## src/include/mipsConsts.svh

```systemverilog
/*
 * Widths, data memory depth and instruction encodings for the MIPS core.
 * Included by the package and by every module that decodes or sizes things.
 */
`ifndef MIPS_CONSTS_SVH
`define MIPS_CONSTS_SVH

`define XLEN        32
`define REG_ADDR_W  5
`define DMEM_DEPTH  256

// primary opcodes, instr[31:26]
`define OP_RTYPE    6'h00
`define OP_ADDI     6'h08
`define OP_LW       6'h23
`define OP_SW       6'h2b
`define OP_BEQ      6'h04

// R-type function codes, instr[5:0]
`define FN_ADD      6'h20
`define FN_SUB      6'h22
`define FN_AND      6'h24
`define FN_OR       6'h25
`define FN_SLT      6'h2a

// internal ALU operation codes
`define ALU_ADD     3'd0
`define ALU_SUB     3'd1
`define ALU_AND     3'd2
`define ALU_OR      3'd3
`define ALU_SLT     3'd4

// operand forwarding choices
`define FWD_REG     2'd0
`define FWD_EXMEM   2'd1
`define FWD_MEMWB   2'd2

`endif

```

## src/logic/mipsPkg.sv

```systemverilog
/*
 * Shared types of the MIPS core: value typedefs, the control word and the
 * pipeline register layouts. Modules import it inside their bodies.
 */
`default_nettype none

`include "mipsConsts.svh"

package mipsPkg;

    typedef logic [`XLEN-1:0]       word;
    typedef logic [`REG_ADDR_W-1:0] regAddr;
    typedef logic [2:0]             aluOp;
    typedef logic [1:0]             fwdSel;

    typedef struct packed {
        logic regWrite;
        logic memRead;
        logic memWrite;
        logic branch;
        logic aluSrcImm;
        logic regDstRd;
        aluOp aluSel;
    } ctrlWord;

    // decode to execute
    typedef struct packed {
        logic    valid;
        ctrlWord ctrl;
        word     pcNext;
        word     rsData;
        word     rtData;
        word     imm;
        regAddr  rs;
        regAddr  rt;
        regAddr  rd;
    } idExReg;

    // execute to memory
    typedef struct packed {
        logic    valid;
        ctrlWord ctrl;
        word     result;
        logic    zero;
        word     storeData;
        regAddr  dest;
        word     branchTarget;
    } exMemReg;

    // memory to writeback
    typedef struct packed {
        logic   valid;
        logic   regWrite;
        logic   memRead;
        word    result;
        word    loadData;
        regAddr dest;
    } memWbReg;

    typedef struct packed {
        logic   valid;
        regAddr dest;
        word    data;
    } wbPort;

endpackage

`default_nettype wire

```

## src/logic/controlDecoder.sv

```systemverilog
/*
 * Main control for the decode stage. Turns opcode and function field into
 * the control word; anything not recognised becomes a nop.
 */
`timescale 1ns/1ns
`default_nettype none

`include "mipsConsts.svh"

module controlDecoder (
    input  mipsPkg::word     instr,
    output mipsPkg::ctrlWord ctrl
);

    logic [5:0] opcode;
    logic [5:0] funct;

    assign opcode = instr[31:26];
    assign funct  = instr[5:0];

    always_comb begin
        ctrl = '0;
        case (opcode)
            `OP_RTYPE: begin
                ctrl.regWrite = 1'b1;
                ctrl.regDstRd = 1'b1;
                case (funct)
                    `FN_ADD: ctrl.aluSel = `ALU_ADD;
                    `FN_SUB: ctrl.aluSel = `ALU_SUB;
                    `FN_AND: ctrl.aluSel = `ALU_AND;
                    `FN_OR:  ctrl.aluSel = `ALU_OR;
                    `FN_SLT: ctrl.aluSel = `ALU_SLT;
                    // unknown funct, includes the all-zero word
                    default: ctrl = '0;
                endcase
            end
            `OP_ADDI: begin
                ctrl.regWrite  = 1'b1;
                ctrl.aluSrcImm = 1'b1;
                ctrl.aluSel    = `ALU_ADD;
            end
            `OP_LW: begin
                ctrl.regWrite  = 1'b1;
                ctrl.memRead   = 1'b1;
                ctrl.aluSrcImm = 1'b1;
                ctrl.aluSel    = `ALU_ADD;
            end
            `OP_SW: begin
                ctrl.memWrite  = 1'b1;
                ctrl.aluSrcImm = 1'b1;
                ctrl.aluSel    = `ALU_ADD;
            end
            `OP_BEQ: begin
                // compare by subtraction, zero flag decides
                ctrl.branch = 1'b1;
                ctrl.aluSel = `ALU_SUB;
            end
            default: ctrl = '0;
        endcase
    end

endmodule

`default_nettype wire

```

## config.mk

```make
export PLATFORM = sky130hd
export DESIGN_NAME = controlDecoder
export DESIGN_NICKNAME = d
export VERILOG_FILES = /design/src/logic/mipsPkg.sv /design/src/logic/controlDecoder.sv
export VERILOG_INCLUDE_DIRS = /design/src /design/src/include
export SDC_FILE = /design/constraint.sdc
export NUM_CORES = 1
export LEC_CHECK = 0
export ABC_AREA = 1
export BUFFER_PORTS_ARGS = -buffer_cell sky130_fd_sc_hd__buf_2
export CAP_MARGIN = 0
export CORE_AREA = 10 10 47 49
export DETAILED_ROUTE_END_ITERATION = 10
export DIE_AREA = 0 0 57 59
export SLEW_MARGIN = 5
export SYNTH_ARGS = -nofsm -noshare
export SYNTH_HDL_FRONTEND = slang
export SYNTH_SLANG_ARGS = --single-unit
```

## constraint.sdc

```tcl
create_clock -name vclk -period 0.9
set_clock_uncertainty 0.15 [all_clocks]
set_input_delay 0.135 -clock vclk [all_inputs]
set_output_delay 0.135 -clock vclk [all_outputs]
set_load 0.05 [all_outputs]
```

# Word-level counts from Yosys, hierarchy flattened

Cells that the tools add are included.

Bits of input ports: 32
Bits in registers: 0

Mux-type cells: 9
Reduce and logical (&&, ||, !) cells: 4
Equality and inequality tests: 9

Operator list:

| operator                                                               | number |
|---|---|
| 6-bit equality test (second input constant)                            | 7 |
| 3-bit case mux with 4 select lines                                     | 1 |
| 1-bit case mux with 2 select lines                                     | 5 |
| 6-bit by 3-bit equality test with 1-bit output (second input constant) | 1 |
| 6-bit by 4-bit equality test with 1-bit output (second input constant) | 1 |
| 6-bit logical NOT                                                      | 1 |
| 6-bit 2-to-1 mux                                                       | 1 |
| 3-bit case mux with 2 select lines                                     | 1 |
| 5-bit OR reduction                                                     | 1 |
| 3-bit OR reduction                                                     | 1 |
| 2-bit OR reduction                                                     | 1 |
| 1-bit 2-to-1 mux                                                       | 1 |

# Logic depth before layout (Yosys ltp)

Gate-level depths: netlist of run 1.

Depth in word-level cells: 4
Depth in mapped cells: 7
Gate-level depth less buffers: 7

# Worst setup path before layout of run 1

OpenSTA, ideal clock, no wires.

Kind: input -> output
Start point: in instr[29]
End point: out ctrl[1] (netlist bit)
Arrival: 1.862 ns
Slack: -1.247 ns
Path buffers: 0
Stages: 3
Data required time: 0.615 ns
Cells stage by stage: nor2_1 nand3_2 nor4_1

RTL lines:

| what            | line                 | text |
|---|---|---|
| start, declared | controlDecoder.sv:11 | `input mipsPkg::word instr,` |
| end, declared   | controlDecoder.sv:12 | `output mipsPkg::ctrlWord ctrl` |

==> results.cfg, run 1 <==
[run_status]
status = complete, but fails checks
violations = setup timing

[synthesis]
yosys.area_share.simple = 0.780
syn_area_um2 = 228
netlist_instances = 51
synth_fp_nets = 83
synth_compound_area_frac = 0.0220
ys.warnings.count = 0
synth_top_family_by_area = simple AND/OR/NAND/NOR gates
synth_fa_ha_area_frac = 0
ys_seq_area_frac = 0
yosysUniqueCellTypes = 8
synth_mux_area_frac = 0
syn_avg_cell_area_um2 = 4.47
synthXorXnorAreaFrac = 0

[power]
p_sw_frac = 0.506
p_sw_uw = 118
ir_drop_uv = 154
power_frac_comb = 1.000
p_clk_frac = 0
power_leakage_uw = 0.000355
power.internal_uw = 115
p_per_area_mw_per_mm2 = 305
seq_power_share = 0

[critical_path]
cp-start-kind = input pin
cp_data_required_time_ns = 0.61
setup.worst_path.end_class = output pin
crit_type = in -> out
crit_path_max_fanout = 3
arrival_ns = 0.91

[grt]
grt_pass1_wl_um = 1830
antenna_found_initial = 0
met3_usage = 0.0150
grt_max_degree = 5
use_met1 = 0.0607
grt_busiest_layer = met2
grt_pass1_vias = 441
use_met2 = 0.129
grt_use_total = 0.0610
overflow = 0

[floorplanning]
die_h_um = 59
coreArea_mm2 = 0.00140
io_pins = 41
die_area_mm2 = 0.00336
std_cell_rows = 14
fp.dieW_um = 57
start_util = 0.162

[place]
place_congestion = 0.669
dpl.hpwl_um = 818
dp.cells = 93
portBuffers = 21

[sta]
period_share = 1.33
rsz0062_at_grt = true
fmax_ghz = 0.836
maxSlewViolCount = 0
hold_violations = 0
tightest_slew_ns = 0.215
min_period_ns = 1.20
maxSlewHeadroom = 0.855
finalSetupViolCount = 9
fin_ws_ns = -0.296

[routing]
route.detailed.drc = 0
dr.pass1.iters = 3
drtIter0Drc = 2
vias = 410
viasPerCell = 4.18
routed_wl_um = 1000
wl_per_cell_um = 10.2
antenna_left = 0

[cells_and_area]
syn2layout_area_growth_pct = 236
n_sequential_cell = 0
nets = 116
nFillCells = 130
antenna_cells = 0
seq_area_um2 = 0
drive_above_1_share = 0.841
final_cells = 98
clkbuf_count = 0
final_core_util = 0.546

[worst_hold_path]
hold_path_depth = 4
worstHoldPathType = in -> out

[job]
cap_violations = 0

[cts]
cts_hold_buf = 0
==> cells in the final DEF (no fill, tap or decap) <==
master	count
buf_8	10
buf_6	10
nor2_4	9
nand2_2	7
buf_4	7
nor2_1	6
inv_4	4
nand2_1	4
inv_2	4
buf_2	4
nand3_4	3
nand3_2	3
nand3_1	2
nand2_4	2
clkinvlp_4	2
nor2_2	1
inv_6	1
nor4_4	1
inv_1	1
o21ai_4	1
==> area by class of cell <==
class | count | area (um^2) | share of cell area
repair buffers | 31 | 335 | 0.439
inverters | 12 | 67.6 | 0.0884
well taps | 16 | 20.0 | 0.0262
multi-input cells | 39 | 342 | 0.447
==> stage by stage <==
stage | setup WS [ns] | TNS (ns) | instance area (um^2) | total power (uW) | hold WS [ns]
finish | -0.296 | -2.31 | 764 | 233 | 0.526
global route | -0.355 | -2.75 | 764 | 251 | 0.545
CTS | -0.310 | -2.29 | 723 | 224 | 0.532
detailed placement | -0.470 | -3.59 | 527 | 164 | 0.602
global placement | -0.454 | -3.50 | 527 | 161 | 0.595
floorplan | -0.382 | -1.11 | 364 | 88.4 | 0.187
==> power by group through the flow <==
stage / registers, uW / logic (uW) / clock network (uW)
after global placement: 0 / 161 / 0
after detailed placement: 0 / 164 / 0
after floorplan: 0 / 88.4 / 0
final: 0 / 233 / 0
after CTS: 0 / 224 / 0
after global routing: 0 / 251 / 0
==> layer usage <==
metal,up-vias,part of all wire
met2,12,0.58
met5,-,0
li1,217,-
met4,0,0
met1,181,0.35
met3,0,0.069
==> what timing repair did <==
action / in CTS / in global routing
pin swaps: 14 / 3
setup endpoints to repair: 9 / 9
gates resized for setup: 55 / 5
buffers inserted: 2 / 3
==> cells by family after synthesis <==
logic type             count (synthesis)
AO/OA/AOI/OAI                          1
buffers and inverters                 12
AND/OR/NAND/NOR                       38
==> synth_stat cells (all sizes together) <==
cell type   n  area, um^2
nor4        1        6.26
nand3       8        50.1
o21ai       1        5.00
inv        12        45.0
nand2      13        48.8
nor2       16        72.6
==> critical path: stages <==
cell	delay, ns
buf_6	0.10
nor2_4	0.14
buf_4	0.13
nand3_2	0.07
nand2_2	0.08
inv_2	0.06
nand3_4	0.06
buf_8	0.14
==> path summary, 6_finish.rpt <==
check,startpoint,end,slack [ns]
setup / recovery,instr[26],ctrl[8],-0.30
hold / removal,instr[1],ctrl[1],0.53
No activity file was read; power rests on OpenSTA's default activity.
==> inputs of run 2 (changes only) <==
- ABC_AREA: 1 -> default
- PLACE_DENSITY_LB_ADDON: default -> 0.05
==> run 2 against run 1 <==
Compared with the run above: combinational power decreased by 8.6%; non-clock buffer count is 8 higher; maximum frequency fell by 22%; synthesized area fell by 21%; clock-buffer cell count is the same; core utilization down 6.1 points; the run still ends with setup timing left; critical endpoint unchanged.
==> results.cfg, run 2 <==
[critical_path]
max_stage_delay_ns = 0.38
cpLargestDelayFamily = compound AO/OA/AOI/OAI gates
crit_type = in -> out
crit_slowest_cell = or3_4
crit_buf_inv = 2
setup.worst_path.end_class = output pin
arrival_ns = 1.24
crit_top_cell = buf_6
crit_path_max_fanout = 2
crit_path_cell_trace = buf_6 -> or3_4 -> a211o_1 -> a31oi_4 -> buf_6
cp_data_required_time_ns = 0.61
critical_path_depth = 5
cp-start-kind = input pin

[synthesis]
synth_fp_nets = 62
ys.warnings.count = 0
yosysUniqueCellTypes = 21
syn_area_um2 = 180
syn_avg_cell_area_um2 = 6.01
yosys.area.top_type_share = 0.111
netlist_instances = 30
synthTopCellsByCount = nor2_1 (4), nor3_1 (4), inv_1 (2), nand2b_1 (2), nor2b_1 (2)
yosysTopAreaCell = nor3_1
synth_area_leaders = nor3_1 (11%), nor2_1 (8.3%), nand2b_1 (6.9%)
ys_seq_area_frac = 0

[power]
finalPower_uw = 213
p_sw_frac = 0.486
power.internal_uw = 109
seq_power_share = 0
power_frac_comb = 1.000
p_per_area_mw_per_mm2 = 313
ir_drop_uv = 126
p_clk_frac = 0
p_sw_uw = 104
power_leakage_uw = 0.000284

[floorplanning]
start_util = 0.129
die_h_um = 59
io_pins = 41
die_area_mm2 = 0.00336
std_cell_rows = 14
fp.dieW_um = 57
coreArea_mm2 = 0.00140

[routing]
antenna_left = 0
routed_wl_um = 1110
dr.pass1.iters = 3
viasPerCell = 4.60
drtIter0Drc = 4
wl_per_cell_um = 13.0
vias = 391
route.detailed.drc = 0

[cells_and_area]
multiInputGateArea_um2 = 308
n_sequential_cell = 0
seq_area_um2 = 0
nFillCells = 131
final_cell_area_um2 = 679
layout_common_cells = buf_4 (16), buf_6 (11), buf_2 (8), nor3_4 (4), buf_8 (4)
antenna_cells = 0
nets = 103
drive_above_1_share = 0.826
final_common_cell = buf_4
clkbuf_count = 0
syn2layout_area_growth_pct = 277

[grt]
grt_max_degree = 6
use_met2 = 0.129
antenna_found_initial = 0
grt_busiest_layer = met2
use_met1 = 0.0685
overflow = 0
grt_pass1_wl_um = 1890
grt_use_total = 0.0630
grt_pass1_vias = 462
met3_usage = 0.00858

[sta]
fin_tns_setup_ns = -3.93
finalSetupViolCount = 9
maxSlewHeadroom = 0.788
maxSlewViolCount = 0
fin_ws_ns = -0.627
hold_violations = 0
fmax_ghz = 0.655
min_period_ns = 1.53
tightest_slew_ns = 0.318
period_share = 1.70
rsz0062_at_grt = true

[place]
portBuffers = 21
place_congestion = 0.807
placedInstanceArea_um2 = 522
dpl.hpwl_um = 953

[run_status]
violations = setup timing
status = complete, but fails checks

[job]
cap_violations = 0

[worst_hold_path]
worstHoldPathType = in -> out
hold_path_depth = 4

[cts]
cts_hold_buf = 0
-- run 2: layer usage --
layer  up-vias  part of all wire  wire [um]
met5         -                 0          0
met4         0                 0          0
met3         0             0.036         40
met2        10              0.56        622
met1       184              0.40        444
li1        197                 -          -
-- run 2: kinds of logic (layout without fill, tap and decap cells) --
logic type | Yosys count | after routing | synth area share
buf+inv | 2 | 41 | 0.0417
compound gates | 6 | 6 | 0.243
simple gates | 22 | 22 | 0.715
-- run 2: area by class of cell --
cell class / count / share of cell area
Timing Repair Buffer: 39 / 0.506
Multi-Input combinational cell: 28 / 0.453
Tap cell: 16 / 0.0295
Inverter: 2 / 0.0110
-- run 2: power by group through the flow --
stage	clock [uW]	combinational (uW)	sequential, uW
2_1_floorplan	0	62.2	0
3_3_place_gp	0	168	0
3_5_place_dp	0	174	0
4_1_cts	0	211	0
5_1_grt	0	228	0
6_report	0	213	0
-- run 2: timing repair --
action / 4_1_cts / 5_1_grt
cloned: 0 / 0
pin swaps: 11 / 8
setup buffers: 3 / 1
resized for setup: 33 / 7
setup endpoints to repair: 9 / 9
-- run 2: path summary, 6_finish.rpt --
| path | endpoint | start |
|---|---|---|
| setup / recovery | ctrl[8] | instr[31] |
| hold / removal | ctrl[1] | instr[3] |
-- run 2: worst min-delay path, cell delays in order --
cell,delay (ns)
buf_2,0.09
buf_4,0.13
nor4_4,0.05
buf_6,0.14
-- run 2: per-stage QoR --
| stage | std cells | hold slack, ns | setup WS [ns] | util |
|---|---|---|---|---|
| floorplan | 30 | 0.183 | -0.545 | - |
| global placement | 83 | 0.578 | -0.741 | 0.372 |
| detailed placement | 83 | 0.585 | -0.779 | 0.372 |
| CTS | 86 | 0.524 | -0.668 | 0.480 |
| global route | 85 | 0.547 | -0.649 | 0.485 |
| finish | 85 | 0.528 | -0.627 | 0.485 |
==> inputs of run 3 (changes only) <==
- GPL_TIMING_DRIVEN: default -> 0
==> run 3 against run 2 <==
Compared with the run above: the flow still finishes with violations (setup timing); die area stayed put; final area shrank 11%; cell count is 14% lower; worst hold slack got worse by 0.050 ns; critical endpoint unchanged.
==> results.cfg, run 3 (synthesized netlist as in run 2, its figures left out) <==
[grt]
grt_max_degree = 7
overflow = 0
grt_use_total = 0.0539
grt_pass1_vias = 364
antenna_found_initial = 0
grt_pass1_wl_um = 1590

[sta]
hold_violations = 0
fmax_ghz = 0.662
period_share = 1.68
maxSlewHeadroom = 0.787
min_period_ns = 1.51
tightest_slew_ns = 0.320
fin_ws_ns = -0.611
holdWs_ns = 0.478
rsz0062_at_grt = true
finalSetupViolCount = 9
maxSlewViolCount = 0

[power]
finalPower_uw = 180
power_leakage_uw = 0.000230
p_per_area_mw_per_mm2 = 297
ir_drop_uv = 146

[routing]
viasPerCell = 4.67
route.detailed.drc = 0
antenna_left = 0
dr.pass1.iters = 2
vias = 341
routed_wl_um = 1010
drtIter0Drc = 2
wl_per_cell_um = 13.8

[cells_and_area]
layout_common_cells = buf_2 (7), buf_6 (7), buf_8 (7), buf_4 (6), nor3_4 (4)
antenna_cells = 0
seq_area_um2 = 0
syn2layout_area_growth_pct = 237
final_cell_area_um2 = 607
final_core_util = 0.433
clkbuf_count = 0
drive_above_1_share = 0.789
nFillCells = 143
nets = 91
n_sequential_cell = 0

[critical_path]
cp-start-kind = input pin
arrival_ns = 1.23
cp_data_required_time_ns = 0.61
crit_path_max_fanout = 2
crit_type = in -> out
setup.worst_path.end_class = output pin

[floorplanning]
start_util = 0.129
io_pins = 41
coreArea_mm2 = 0.00140
die_area_mm2 = 0.00336
fp.dieW_um = 57
die_h_um = 59
std_cell_rows = 14

[run_status]
status = complete, but fails checks
violations = setup timing

[job]
cap_violations = 0

[worst_hold_path]
worstHoldPathType = in -> out

[place]
dpl.hpwl_um = 753
place_congestion = 0.708
dp_slack_ns = -0.761
placedInstanceArea_um2 = 402
portBuffers = 21
run 3: what timing repair did:
| item | 4_1_cts | 5_1_grt |
|---|---|---|
| setup endpoints to repair | 9 | 9 |
| resized for setup | 34 | 10 |
| endpoints found under the hold margin | 0 | 0 |
| hold buffers | 0 | 0 |
| setup buffers | 3 | 3 |
| pin swaps | 6 | 7 |
run 3: critical path: stages:
cell,delay (ns)
buf_8,0.09
or3_4,0.38
a211o_1,0.29
a31oi_4,0.15
buf_6,0.18
run 3: through the flow:
step	instances	TNS (ns)
final	73	-4.11
after global routing	73	-4.47
after CTS	70	-4.11
after detailed placement	67	-4.70
after global placement	67	-4.58
after floorplan	30	-2.98
run 3: layer usage:
metal  vias to the layer above  part of all wire  track usage
li1                        170                 -            -
met1                       161              0.37       0.0626
met4                         0                 0      0.00671
met2                        10              0.58        0.101
met5                         -                 0            0
met3                         0             0.052       0.0107
run 3: path summary, 6_finish.rpt:
path                       from  endpoint  depth (start not counted)
worst max-delay path  instr[31]   ctrl[8]                          5
worst min-delay path   instr[3]   ctrl[1]                          3
run 3: layout make-up:
cell class / instances / area [um^2] / area share
multi-input combinational: 28 / 315 / 0.520
timing repair buffer: 27 / 264 / 0.435
inverter: 2 / 7.51 / 0.0124
tap: 16 / 20.0 / 0.0330
run 3: power breakdown:
group | internal, uW | switching [uW] | total (uW)
registers | 0 | 0 | 0
clock network | 0 | 0 | 0
logic | 83.4 | 97.1 | 180
total | 83.4 | 97.1 | 180
