<file path="src/include/mipsConsts.svh">
/*
 * Widths, data memory depth and instruction encodings for the MIPS core.
 * Included by the package and by every module that decodes or sizes things.
 */
`ifndef MIPS_CONSTS_SVH
`define MIPS_CONSTS_SVH

`define XLEN        32
`define REG_ADDR_W  5
`define DMEM_DEPTH  256

// primary opcodes, instr[31:26]
`define OP_RTYPE    6'h00
`define OP_ADDI     6'h08
`define OP_LW       6'h23
`define OP_SW       6'h2b
`define OP_BEQ      6'h04

// R-type function codes, instr[5:0]
`define FN_ADD      6'h20
`define FN_SUB      6'h22
`define FN_AND      6'h24
`define FN_OR       6'h25
`define FN_SLT      6'h2a

// internal ALU operation codes
`define ALU_ADD     3'd0
`define ALU_SUB     3'd1
`define ALU_AND     3'd2
`define ALU_OR      3'd3
`define ALU_SLT     3'd4

// operand forwarding choices
`define FWD_REG     2'd0
`define FWD_EXMEM   2'd1
`define FWD_MEMWB   2'd2

`endif

</file>
<file path="src/logic/mipsPkg.sv">
/*
 * Shared types of the MIPS core: value typedefs, the control word and the
 * pipeline register layouts. Modules import it inside their bodies.
 */
`default_nettype none

`include "mipsConsts.svh"

package mipsPkg;

    typedef logic [`XLEN-1:0]       word;
    typedef logic [`REG_ADDR_W-1:0] regAddr;
    typedef logic [2:0]             aluOp;
    typedef logic [1:0]             fwdSel;

    typedef struct packed {
        logic regWrite;
        logic memRead;
        logic memWrite;
        logic branch;
        logic aluSrcImm;
        logic regDstRd;
        aluOp aluSel;
    } ctrlWord;

    // decode to execute
    typedef struct packed {
        logic    valid;
        ctrlWord ctrl;
        word     pcNext;
        word     rsData;
        word     rtData;
        word     imm;
        regAddr  rs;
        regAddr  rt;
        regAddr  rd;
    } idExReg;

    // execute to memory
    typedef struct packed {
        logic    valid;
        ctrlWord ctrl;
        word     result;
        logic    zero;
        word     storeData;
        regAddr  dest;
        word     branchTarget;
    } exMemReg;

    // memory to writeback
    typedef struct packed {
        logic   valid;
        logic   regWrite;
        logic   memRead;
        word    result;
        word    loadData;
        regAddr dest;
    } memWbReg;

    typedef struct packed {
        logic   valid;
        regAddr dest;
        word    data;
    } wbPort;

endpackage

`default_nettype wire

</file>
<file path="src/logic/executeUnit.sv">
/*
 * Execute stage datapath. Forwards from EX/MEM and MEM/WB into the ALU
 * operands, applies the immediate, runs the ALU and picks the destination.
 */
`timescale 1ns/1ns
`default_nettype none

`include "mipsConsts.svh"

module executeUnit (
    input  mipsPkg::idExReg idEx,
    input  mipsPkg::word    exMemResult,
    input  mipsPkg::regAddr exMemDest,
    input  logic            exMemRegWrite,
    input  mipsPkg::word    wbData,
    input  mipsPkg::regAddr wbDest,
    input  logic            wbRegWrite,
    output mipsPkg::word    result,
    output logic            zero,
    output mipsPkg::word    storeData,
    output mipsPkg::regAddr dest
);
    import mipsPkg::*;

    fwdSel fwdA;
    fwdSel fwdB;
    word   opA;
    word   rtVal;
    word   opB;

    // youngest producer wins, r0 is never forwarded
    function automatic fwdSel pickFwd(regAddr src);
        if (src == '0) return `FWD_REG;
        if (exMemRegWrite && exMemDest == src) return `FWD_EXMEM;
        if (wbRegWrite && wbDest == src) return `FWD_MEMWB;
        return `FWD_REG;
    endfunction

    function automatic word fwdValue(fwdSel sel, word regVal);
        case (sel)
            `FWD_EXMEM: return exMemResult;
            `FWD_MEMWB: return wbData;
            default:    return regVal;
        endcase
    endfunction

    always_comb begin
        fwdA  = pickFwd(idEx.rs);
        fwdB  = pickFwd(idEx.rt);
        opA   = fwdValue(fwdA, idEx.rsData);
        rtVal = fwdValue(fwdB, idEx.rtData);
        opB   = idEx.ctrl.aluSrcImm ? idEx.imm : rtVal;
    end

    always_comb begin
        case (idEx.ctrl.aluSel)
            `ALU_ADD: result = opA + opB;
            `ALU_SUB: result = opA - opB;
            `ALU_AND: result = opA & opB;
            `ALU_OR:  result = opA | opB;
            `ALU_SLT: result = {{(`XLEN - 1){1'b0}}, $signed(opA) < $signed(opB)};
            default:  result = '0;
        endcase
    end

    assign zero      = (result == '0);
    assign storeData = rtVal;
    assign dest      = idEx.ctrl.regDstRd ? idEx.rd : idEx.rt;

endmodule

`default_nettype wire

</file>
<file path="config.mk">
export PLATFORM = sky130hd
export DESIGN_NAME = executeUnit
export DESIGN_NICKNAME = d
export VERILOG_FILES = /design/src/logic/mipsPkg.sv /design/src/logic/executeUnit.sv
export VERILOG_INCLUDE_DIRS = /design/src /design/src/include
export SDC_FILE = /design/constraint.sdc
export NUM_CORES = 1
export LEC_CHECK = 0
export BUFFER_PORTS_ARGS = -buffer_cell sky130_fd_sc_hd__buf_2
export CORE_MARGIN = 5
export CORE_UTILIZATION = 56
export DETAILED_ROUTE_END_ITERATION = 12
export GPL_ROUTABILITY_DRIVEN = 1
export PLACE_DENSITY = 0.9
export REMOVE_ABC_BUFFERS = 1
export SLEW_MARGIN = 30
export SYNTH_ARGS = -nofsm -noshare
export SYNTH_HDL_FRONTEND = slang
export SYNTH_SLANG_ARGS = --single-unit
</file>
<file path="constraint.sdc">
create_clock -name vclk -period 32.6
set_clock_uncertainty 0.05 [all_clocks]
set_input_delay 9.78 -clock vclk [all_inputs]
set_output_delay 9.78 -clock vclk [all_outputs]
set_load 0.05 [all_outputs]
</file>
== After elaboration in Yosys (flattened, before gate mapping) ==
Cells that the tools add are included.

* Register bits: 0
* Bits in latches: 0
* Bits in writable memories: 0
* Bits in read-only memories: 0
* Input bits: 229
* Output and inout bits: 70
* Word-level logic and storage cells: 54
* Memories: 0

* $add $sub $neg: 2
* $mul: 0
* Div/mod/pow operators: 0
* Order comparisons: 1
* Equality and inequality tests: 12
* Shift operators: 0
* Multiplexer cells: 29
* Bitwise logic cells: 2
* Reduce and logical (&&, ||, !) cells: 8

{| class="wikitable"
|+ Operator list
! operator !! count
|-
| one-hot mux 32 bit (5 select lines) || 1
|-
| one-hot mux 32 bit (2 select lines) || 2
|-
| adder 32 bit || 1
|-
| AND 32 bit || 1
|-
| logical NOT 32 bit || 1
|-
| less-than comparator 32 bit || 1
|-
| 2-to-1 mux 32 bit || 1
|-
| OR 32 bit || 1
|-
| subtractor 32 bit || 1
|-
| 2-to-1 mux 2 bit || 12
|-
| == test 5 bit || 4
|-
| 2-to-1 mux 1 bit || 12
|-
| logical NOT 5 bit || 2
|-
| == test 3 x 2 -> 1 bit, second input constant || 2
|-
| 2-to-1 mux 5 bit || 1
|-
| == test 2 x 1 -> 1 bit, second input constant || 2
|-
| == test 2 bit, second input constant || 2
|-
| logical AND 1 bit || 4
|-
| == test 3 x 1 -> 1 bit, second input constant || 1
|-
| == test 3 bit, second input constant || 1
|-
| logical NOT 3 bit || 1
|}

== Longest topological paths before layout ==
Gate-level depths: netlist of run 1.

* Depth in word-level cells: 15
* Mapped depth: 24
* Mapped depth without buffers: 23

== Least setup slack after synthesis of run 1 ==
OpenSTA, ideal clock, no wires.

* Kind: input port to output port
* From: input idEx[6] (netlist bit)
* To: output zero
* Data arrival time: 16371 ps
* Data required time: 22770 ps
* Path slack: 6399 ps
* Stages: 23
* Path buffers: 2
* Cell sequence: xor2_1 > nor4_1 > and3_1 > or3_1 > ha_1 > clkbuf_1 > buf_1 > nor2_1 > a21oi_1 > o21ai_0 > ha_1 > fa_1 > a211oi_1 > o32ai_1 > a2111oi_0 > nor3_1 > a41oi_1 > xor2_1 > o22ai_1 > or2_0 > or4_1 > or4_1 > nor4_2

* Word-level cells in the longest chain between the ends: 14
* Elaborated cells on any way between the ends: 27
* Classes of those cells: add/sub (2); order compare (1); eq/ne (4); mux (14); bitwise (2); reduce/logical (4)

{| class="wikitable"
|+ RTL lines
! what !! RTL line !! RTL
|-
| start: declaration || executeUnit.sv:11 || <nowiki>input mipsPkg::idExReg idEx,</nowiki>
|-
| == test 5 bit || executeUnit.sv:35 || <nowiki>if (wbRegWrite && wbDest == src) return `FWD_MEMWB;</nowiki>
|-
| logical AND 1 bit || executeUnit.sv:35 ||
|-
| 2-to-1 mux 1 bit (2 in series) || executeUnit.sv:35 ||
|-
| 2-to-1 mux 1 bit || executeUnit.sv:34 || <nowiki>if (exMemRegWrite && exMemDest == src) return `FWD_EXMEM;</nowiki>
|-
| 2-to-1 mux 2 bit || executeUnit.sv:36 || <nowiki>return `FWD_REG;</nowiki>
|-
| 2-to-1 mux 2 bit || executeUnit.sv:35 ||
|-
| 2-to-1 mux 2 bit (*) || executeUnit.sv:34 ||
|-
| == test 2 bit or == test 2 x 1 -> 1 bit (tied branches) || executeUnit.sv:40 || <nowiki>case (sel)</nowiki>
|-
| one-hot mux 32 bit (2 select lines) (*) || executeUnit.sv:40 ||
|-
| 2-to-1 mux 32 bit (*) || executeUnit.sv:52 || <nowiki>opB = idEx.ctrl.aluSrcImm ? idEx.imm : rtVal;</nowiki>
|-
| subtractor 32 bit, or another cell as far along || executeUnit.sv:58 || <nowiki>`ALU_SUB: result = opA - opB;</nowiki>
|-
| one-hot mux 32 bit (5 select lines) (*) || executeUnit.sv:56 || <nowiki>case (idEx.ctrl.aluSel)</nowiki>
|-
| named net result[14] || executeUnit.sv:18 || <nowiki>output mipsPkg::word result,</nowiki>
|-
| logical NOT 32 bit (*) || executeUnit.sv:66 || <nowiki>assign zero = (result == '0);</nowiki>
|-
| end: declaration || executeUnit.sv:19 || <nowiki>output logic zero,</nowiki>
|}

The timed path passes the listed nets; every way through them passes the cells marked *. The select of a mux whose other input is x is not followed.

== Worst setup path after layout of run 1 ==
* From: input idEx[9] (netlist bit)
* To: output zero

* Word-level cells in the longest chain between the ends: 14
* Elaborated cells on any way between the ends: 27
* Classes of those cells: add/sub (2); order compare (1); eq/ne (4); mux (14); bitwise (2); reduce/logical (4)

{| class="wikitable"
|+ RTL lines
! what !! RTL line
|-
| == test 5 bit || executeUnit.sv:35
|-
| logical AND 1 bit || executeUnit.sv:35
|-
| 2-to-1 mux 1 bit (2 in series) || executeUnit.sv:35
|-
| 2-to-1 mux 1 bit || executeUnit.sv:34
|-
| 2-to-1 mux 2 bit || executeUnit.sv:36
|-
| 2-to-1 mux 2 bit || executeUnit.sv:35
|-
| 2-to-1 mux 2 bit (*) || executeUnit.sv:34
|-
| == test 2 bit or == test 2 x 1 -> 1 bit (tied branches) || executeUnit.sv:40
|-
| one-hot mux 32 bit (2 select lines) (*) || executeUnit.sv:40
|-
| 2-to-1 mux 32 bit (*) || executeUnit.sv:52
|-
| subtractor 32 bit, or another cell as far along || executeUnit.sv:58
|-
| one-hot mux 32 bit (5 select lines) (*) || executeUnit.sv:56
|-
| logical NOT 32 bit (*) || executeUnit.sv:66
|}

Every way passes the cells marked *; elsewhere a longest branch is shown, timed or not. The select of a mux whose other input is x is not followed.

==> metrics.cfg, run 1 <==
[detailed_routing]
totalWireLength_mm=27.2
drtAntennaViolNets=0
wl_per_cell_um=17.5
vias=9589
drt_iter0_drc=1006
drc_errors=0
avgViaCountPerCell=6.19
drt_pass1_iterations=5

[global_route]
grt_pass1_vias=8642
overflow=0
grt_util_all_layers_pct=33.0
grt_pass1_wl_mm=41.8
grt_start_max_net_pins=68
antenna_found_initial=0

[hold_path]
holdCritPathClass=input pin to output port
min_delay_path_depth=4

[final_layout]
diodes=0
drive_above_1_share_pct=21.6
num-clock-buffers=0
layout.nets=1718
layout_commonest_cell=buf_2
design.seq.count=0
multi_input_area_sq_mm=0.00647
num-fill-cells=1189
stdcell_area_sq_mm=0.00856
area_delta_synth_final_pct=18.0
seq_area_sq_um=0
layout_common_cells=buf_2 (262), inv_1 (128), nand2_1 (118)

[clock_tree]
cts_hold_buf=0
cts_setup_buffers=0
post_cts_resized=0

[sta]
setup_viol=0
worst_pin_slew_ns=0.780
hold_viol=0
period_needed_ns=26.78
max_freq_ghz=0.0373
rsz0062_at_grt=no
period_share_pct=82.2
timing.setup.tns_ns=0
slew_headroom_pct=48.0
drv_slew=0

[outcome]
status=completed

[placement]
portBuffers=262
placed_area_sq_mm=0.00856
place.gp.congestion=1.02
dp_hpwl_mm=21.1

[floorplanning]
coreArea_sq_mm=0.0127
die_area_sq_mm=0.0153
die_h_um=124
start_util_pct=57.3
io_pins=299
die_width_um=124
rows=41

[pwr]
p_leak_nw=4.23
p_per_area_mw_per_mm2=23.1
vdd_drop_max_mv=0.0174

[run]
drv_cap=0

[worst_setup_path]
arrival_ns=16.95
worstPathRequired_ns=22.77
end_kind=output port
path_class=input pin to output port
start_kind=input pin
worstPathMaxFanout=64

[synthesis]
synth_area_sq_mm=0.00726
syn-instance-count=1184
yosysSeqAreaShare_pct=0
yosysWarnings=0
avgSynthCellArea_sq_um=6.13
synth_cell_type_count=83

where the power goes:
| group | switching, mW | internal, mW |
|---|---|---|
| clock network | 0 | 0 |
| logic | 0.133 | 0.0651 |
| registers | 0 | 0 |
| total | 0.133 | 0.0651 |
synthesized netlist by cell type, types with 8 or more instances:
cell / number / area (sq um)
nor2_1: 111 / 417
o22ai_1: 15 / 93.8
nor2b_1: 13 / 81.3
a21oi_1: 109 / 546
a22oi_1: 67 / 503
nand2_1: 118 / 443
a21o_1: 12 / 90.1
buf_1: 10 / 37.5
o21bai_1: 13 / 97.6
clkbuf_1: 62 / 233
o21ai_0: 107 / 536
o211ai_1: 18 / 135
o21a_1: 11 / 82.6
o21ai_1: 10 / 50.1
nand2b_1: 9 / 56.3
mux2i_1: 13 / 130
xor2_1: 18 / 158
a211oi_1: 10 / 75.1
nor3_1: 28 / 140
or4_1: 11 / 82.6
inv_1: 128 / 480
ha_1: 107 / 1340
nand3_1: 23 / 115
nor4_1: 11 / 68.8
nand4_1: 8 / 50.1
xnor2_1: 20 / 175
metrics by stage:
stage | power (mW) | std cells | hold WS, ns | utilization [%] | setup WS (ns)
6_report | 0.198 | 1550 | 19.93 | 67.6 | 5.82
5_1_grt | 0.214 | 1550 | 19.95 | 67.6 | 5.54
4_1_cts | 0.193 | 1550 | 19.93 | 67.6 | 5.75
3_5_place_dp | 0.192 | 1550 | 19.93 | 67.6 | 5.77
3_3_place_gp | 0.191 | 1550 | 19.93 | 67.6 | 5.92
2_1_floorplan | 0.136 | 1106 | 19.69 | - | 5.92
kinds of logic (layout without fill, tap and decap cells):
| logic type | count (synthesis) | count (layout) | synth area share (%) |
|---|---|---|---|
| xor gates and xnor gates | 38 | 38 | 4.58 |
| adders and majority gates | 109 | 109 | 19.0 |
| buffers and inverters | 208 | 402 | 10.9 |
| AOI/OAI and AO/OA | 435 | 435 | 38.4 |
| muxes | 19 | 19 | 2.72 |
| and+or+nand+nor | 375 | 375 | 24.4 |
path summary, 6_finish.rpt:
kind | startpoint | to | slack, ns
setup / recovery | idEx[9] | zero | 5.82
hold / removal | idEx[69] | storeData[22] | 19.93
routing by layer:
| layer | track usage, % | routed length (um) |
|---|---|---|
| met3 | 4.18 | 3000 |
| met5 | 0 | 0 |
| met4 | 7.54 | 605 |
| met2 | 53.9 | 12100 |
| met1 | 46.1 | 11500 |
worst max-delay path: stages:
cell and delay [ns]:
buf_2 0.14, xor2_1 0.16, nor4_1 0.07, and3_1 0.18, or3_1 0.40, ha_2 0.33, buf_4 0.54, nor2_1 0.11
a21oi_1 0.17, o21ai_0 0.19, ha_1 0.33, fa_1 0.50, a211oi_1 0.40, o32ai_1 0.23, a2111oi_1 0.76, nor3_1 0.11
a41oi_1 0.35, xor2_1 0.21, o22ai_1 0.12, or2_0 0.30, or4_1 0.54, or4_1 0.49, nor4_2 0.21, buf_2 0.30
layout make-up:
class,instances,area share [%]
repair buffers,272,16.2
inverters,130,5.70
well taps,172,2.51
multi-input cells,976,75.6
Power figures use the tool's default switching activity.
==> inputs of run 2 (changes only) <==
Settings changed: ABC_AREA set to 1, CORE_UTILIZATION 56 to 54, PLACE_DENSITY 0.9 to 0.84.
Clock period 32.6 ns to 26.6 ns, I/O delays scaled along.
==> metrics.cfg, run 2 <==
[hold_path]
hold_start=idEx[2]  ; was idEx[69]
holdCritPathClass=input pin to output port  ; unchanged

[outcome]
status=completed  ; unchanged

[worst_setup_path]
start_kind=input pin  ; unchanged
path_class=input pin to output port  ; unchanged
worstPathRequired_ns=18.57  ; was 22.77 ns
end_kind=output port  ; unchanged
worstPathMaxFanout=33  ; was 64
startpoint=idEx[10]  ; was idEx[9]
arrival_ns=14.17  ; was 16.95 ns
critPathMaxStageDelay_ns=0.82  ; was 0.76 ns
crit_path_frequent_cell=nand2_1
slowest_stage=o21ai_0  ; was a2111oi_1

[floorplanning]
coreArea_sq_mm=0.0158  ; was 0.0127 sq mm
die_area_sq_mm=0.0186  ; was 0.0153 sq mm
start_util_pct=54.8  ; was 57.3%
die_h_um=136  ; was 124 um
io_pins=299  ; unchanged
die_width_um=136  ; was 124 um
rows=46  ; was 41

[pwr]
vdd_drop_max_mv=0.0190  ; was 0.0174 mV
p_per_area_mw_per_mm2=32.2  ; was 23.1 mW/mm^2
power_frac_seq_pct=0  ; about the same
pwr-share-comb_pct=100.0  ; about the same
clockPowerShare_pct=0  ; about the same
p_leak_nw=6.28  ; was 4.23 nW
internal-power_mw=0.0907  ; was 0.0651 mW
p_switching_mw=0.228  ; was 0.133 mW
swShare_pct=71.5  ; was 67.1%

[clock_tree]
post_cts_resized=0  ; unchanged
cts_setup_buffers=0  ; unchanged
cts_hold_buf=0  ; unchanged

[synthesis]
synth_common_cells=nand2_1 (505), inv_1 (370), o21ai_0 (120)  ; was inv_1 (128), nand2_1 (118), nor2_1 (111)
synth_cell_type_count=42  ; was 83
synth_most_common_cell=nand2_1  ; was inv_1
synth.area.top_cells=nand2_1 (22%), inv_1 (16%), ha_1 (15%)  ; was ha_1 (18%), a21oi_1 (7.5%), o21ai_0 (7.4%)
syn-instance-count=1681  ; was 1184
avgSynthCellArea_sq_um=5.14  ; was 6.13 sq um
synth_area_sq_mm=0.00864  ; was 0.00726 sq mm
yosysTopAreaCell=nand2_1  ; was ha_1
yosysTopAreaCellShare_pct=21.9  ; was 18.4%
yosysWarnings=0  ; unchanged
yosysSeqAreaShare_pct=0  ; unchanged

[detailed_routing]
drtAntennaViolNets=0  ; unchanged
drt_iter0_drc=1146  ; was 1006
avgViaCountPerCell=5.53  ; was 6.19
drt_pass1_iterations=6  ; was 5
drc_errors=0  ; unchanged
totalWireLength_mm=33.3  ; was 27.2 mm
wl_per_cell_um=15.9  ; was 17.5 um
vias=11592  ; was 9589

[global_route]
overflow=0  ; unchanged
grt_pass1_wl_mm=51.2  ; was 41.8 mm
grt_util_all_layers_pct=34.2  ; was 33.0%
antenna_found_initial=0  ; unchanged
use_met2_pct=55.8  ; was 53.9%
grt_pass1_vias=10479  ; was 8642
grt_start_max_net_pins=65  ; was 68
global_route.usage.met1_pct=45.9  ; was 46.1%
met3_usage_pct=8.11  ; was 4.18%
busiest_layer=met2  ; unchanged

[sta]
period_needed_ns=22.20
drv_slew=0  ; unchanged
period_share_pct=83.4
slew_headroom_pct=36.8  ; was 48.0%
max_freq_ghz=0.0451
worst_pin_slew_ns=0.947  ; was 0.780 ns
timing.setup.tns_ns=0  ; unchanged
rsz0062_at_grt=no  ; unchanged
hold_viol=0  ; unchanged
setup_viol=0  ; unchanged

[run]
drv_cap=0  ; unchanged

[final_layout]
drive_above_1_share_pct=18.1  ; was 21.6%
num-clock-buffers=0  ; unchanged
layout_common_cells=nand2_1 (505), inv_1 (367), buf_2 (262)  ; was buf_2 (262), inv_1 (128), nand2_1 (118)
layout.nets=2221  ; was 1718
layout_commonest_cell=nand2_1  ; was buf_2
diodes=0  ; unchanged
final_cells=2097  ; was 1550
num-fill-cells=1665  ; was 1189
seq_area_sq_um=0  ; unchanged
design.seq.count=0  ; unchanged
area_delta_synth_final_pct=14.5  ; was 18.0%
multi_input_area_sq_mm=0.00683  ; was 0.00647 sq mm

[placement]
dp_hpwl_mm=28.2  ; was 21.1 mm
portBuffers=262  ; unchanged
dp_cells=2097  ; was 1550
place.gp.congestion=1.04  ; was 1.02

==> run 2: cell type report <==
cell class | count | share of cell area [%]
repair buffers | 270 | 13.9
inverters | 377 | 14.3
multi-input cells | 1234 | 69.1
well taps | 216 | 2.73
==> run 2: path summary, 6_finish.rpt <==
check	slack (ns)	to	cells past startpoint
setup / recovery	4.40	zero	32
hold / removal	16.33	dest[2]	4
==> run 2: per-stage QoR <==
stage	instance area [sq um]	utilization, %	setup slack [ns]	power (mW)	hold WS (ns)
floorplan	8240	-	4.81	0.220	16.19
CTS	9890	62.7	4.67	0.311	16.33
finish	9890	62.7	4.40	0.319	16.33
global route	9890	62.7	3.88	0.349	16.34
global placement	9890	62.7	4.75	0.305	16.32
detailed placement	9890	62.7	4.68	0.310	16.32
==> run 2: per-layer routing <==
layer  share of wire, %  vias to the layer above
li1                   -                     5723
met1                 41                     5166
met2                 44                      625
met3                 12                       78
met4                2.6                        0
met5                  0                        -
==> run 2: cells by family after synthesis <==
group,Yosys count,share of synthesized area [%]
AND/OR/NAND/NOR,824,40.9
buffers and inverters,447,21.0
adder cells (fa/ha/maj),109,16.0
AO/OA/AOI/OAI,297,21.8
XOR/XNOR,4,0.406
==> run 2: worst max-delay path, delay by kind of cell <==
family	cells	cell delay, ns
AND/OR/NAND/NOR	18	2.10
buffers and inverters	8	1.95
AO/OA/AOI/OAI	4	1.39
adder cells (fa/ha/maj)	2	0.72
==> run 2: power by group through the flow <==
| stage | Clock, mW | Sequential, mW | Combinational (mW) |
|---|---|---|---|
| detailed placement | 0 | 0 | 0.310 |
| global route | 0 | 0 | 0.349 |
| finish | 0 | 0 | 0.319 |
| CTS | 0 | 0 | 0.311 |
| global placement | 0 | 0 | 0.305 |
| floorplan | 0 | 0 | 0.220 |
==> inputs of run 3 (changes only) <==
Settings changed: CORE_UTILIZATION 54 to 49, PLACE_DENSITY 0.84 to 0.81.
Clock period 26.6 ns to 19.35 ns, I/O delays scaled along.
==> metrics.cfg, run 3 (same netlist as run 2, synthesis figures left out) <==
[sta]
hold_ws_ns=12.00  ; was 16.33 ns
worst_pin_slew_ns=1.02  ; was 0.947 ns
hold_viol=0  ; unchanged
period_share_pct=87.8
max_freq_ghz=0.0588
slew_headroom_pct=32.0  ; was 36.8%
timing.setup.tns_ns=0  ; unchanged
rsz0062_at_grt=no  ; unchanged
setup_viol=0  ; unchanged
drv_slew=0  ; unchanged
period_needed_ns=17.00

[pwr]
power_frac_seq_pct=0  ; about the same
swShare_pct=71.4  ; was 71.5%
fin_total_pwr_mw=0.438  ; was 0.319 mW
pwr-share-comb_pct=100.0  ; about the same
internal-power_mw=0.125  ; was 0.0907 mW
p_per_area_mw_per_mm2=44.1  ; was 32.2 mW/mm^2
p_leak_nw=6.31  ; was 6.28 nW
p_switching_mw=0.313  ; was 0.228 mW
vdd_drop_max_mv=0.0180  ; was 0.0190 mV
clockPowerShare_pct=0  ; about the same

[final_layout]
multi_input_area_sq_mm=0.00683  ; unchanged
layout.nets=2224  ; was 2221
diodes=0  ; unchanged
area_delta_synth_final_pct=14.9  ; was 14.5%
design.seq.count=0  ; unchanged
seq_area_sq_um=0  ; unchanged
layout_commonest_cell=nand2_1  ; unchanged
drive_above_1_share_pct=18.1  ; about the same
layout_common_cells=nand2_1 (505), inv_1 (370), buf_2 (262)  ; was nand2_1 (505), inv_1 (367), buf_2 (262)
num-fill-cells=1829  ; was 1665
stdcell_area_sq_mm=0.00992  ; was 0.00989 sq mm
num-clock-buffers=0  ; unchanged

[detailed_routing]
drc_errors=0  ; unchanged
wl_per_cell_um=15.9  ; about the same
drt_iter0_drc=1227  ; was 1146
totalWireLength_mm=33.6  ; was 33.3 mm
drtAntennaViolNets=0  ; unchanged
drt_pass1_iterations=6  ; unchanged
vias=11526  ; was 11592
avgViaCountPerCell=5.47  ; was 5.53

[worst_setup_path]
arrival_ns=11.14  ; was 14.17 ns
path_class=input pin to output port  ; unchanged
worstPathRequired_ns=13.49  ; was 18.57 ns
end_kind=output port  ; unchanged
start_kind=input pin  ; unchanged
worstPathMaxFanout=19  ; was 33
startpoint=idEx[5]  ; was idEx[10]

[floorplanning]
io_pins=299  ; unchanged
die_area_sq_mm=0.0204  ; was 0.0186 sq mm
rows=48  ; was 46
die_h_um=143  ; was 136 um
coreArea_sq_mm=0.0173  ; was 0.0158 sq mm
start_util_pct=49.9  ; was 54.8%
die_width_um=143  ; was 136 um

[global_route]
grt_pass1_vias=10652  ; was 10479
antenna_found_initial=0  ; unchanged
overflow=0  ; unchanged
grt_start_max_net_pins=65  ; unchanged
grt_util_all_layers_pct=31.5  ; was 34.2%
grt_pass1_wl_mm=52.4  ; was 51.2 mm

[clock_tree]
post_cts_resized=0  ; unchanged
cts_setup_buffers=0  ; unchanged
cts_hold_buf=0  ; unchanged

[hold_path]
hold_start=exMemResult[31]  ; was idEx[2]
holdCritPathClass=input pin to output port  ; unchanged

[outcome]
status=completed  ; unchanged

[placement]
placed_area_sq_mm=0.00992  ; was 0.00989 sq mm
portBuffers=262  ; unchanged
dp_hpwl_mm=28.7  ; was 28.2 mm
place.gp.congestion=1.07  ; was 1.04

[run]
drv_cap=0  ; unchanged

run 3: cell types whose count changed in the layout (fill, tap and decap cells not counted), sizes merged:
cell,previous run,this run
buf,270,273
clkinv,1,0
inv,376,377
run 3: power by group through the flow:
stage / registers [mW] / clock network (mW) / logic, mW
3_3_place_gp: 0 / 0 / 0.420
6_report: 0 / 0 / 0.438
4_1_cts: 0 / 0 / 0.428
2_1_floorplan: 0 / 0 / 0.303
3_5_place_dp: 0 / 0 / 0.427
5_1_grt: 0 / 0 / 0.481
run 3: cell type report:
cell class	count	share of cell area, %
Inverter	377	14.3
Multi-Input combinational cell	1234	68.9
Tap cell	225	2.84
Timing Repair Buffer	273	14.0
run 3: worst max-delay path, stage by stage:
cell       delay [ns]
buf_2            0.12
inv_1            0.16
o21ai_0          0.10
a221oi_1         0.21
nand2_1          0.07
a2111oi_0        0.26
and2_1           0.21
ha_1             0.58
buf_4            0.39
a221o_1          0.20
o21ai_0          0.09
o21ai_0          0.27
ha_1             0.44
o21ai_0          0.67
a21oi_1          0.08
nand2_1          0.11
a21oi_1          0.07
nand2_1          0.10
nand2_1          0.11
nand3_1          0.09
nand2_1          0.06
nand2_1          0.09
nand3_1          0.11
nor2_1           0.10
nand2_1          0.10
nor2_1           0.21
buf_2            0.30
run 3: final timing paths:
kind                        end  depth (start not counted)
hold / removal    storeData[31]                          4
setup / recovery           zero                         27
run 3: routing by layer:
| layer | vias to the layer above | wire length (um) | global-route usage, % |
|---|---|---|---|
| met5 | - | 0 | 0 |
| met4 | 0 | 992 | 8.90 |
| met3 | 62 | 3660 | 5.22 |
| met2 | 612 | 14900 | 51.0 |
| met1 | 5135 | 14000 | 43.1 |
| li1 | 5717 | - | - |
run 3: through the flow:
stage               utilization, %  worst slack, ns  instances
floorplan                        -             1.91       1611
global placement              57.4             2.54       2109
detailed placement            57.4             2.50       2109
CTS                           57.4             2.48       2109
global route                  57.4             1.97       2109
finish                        57.4             2.35       2109
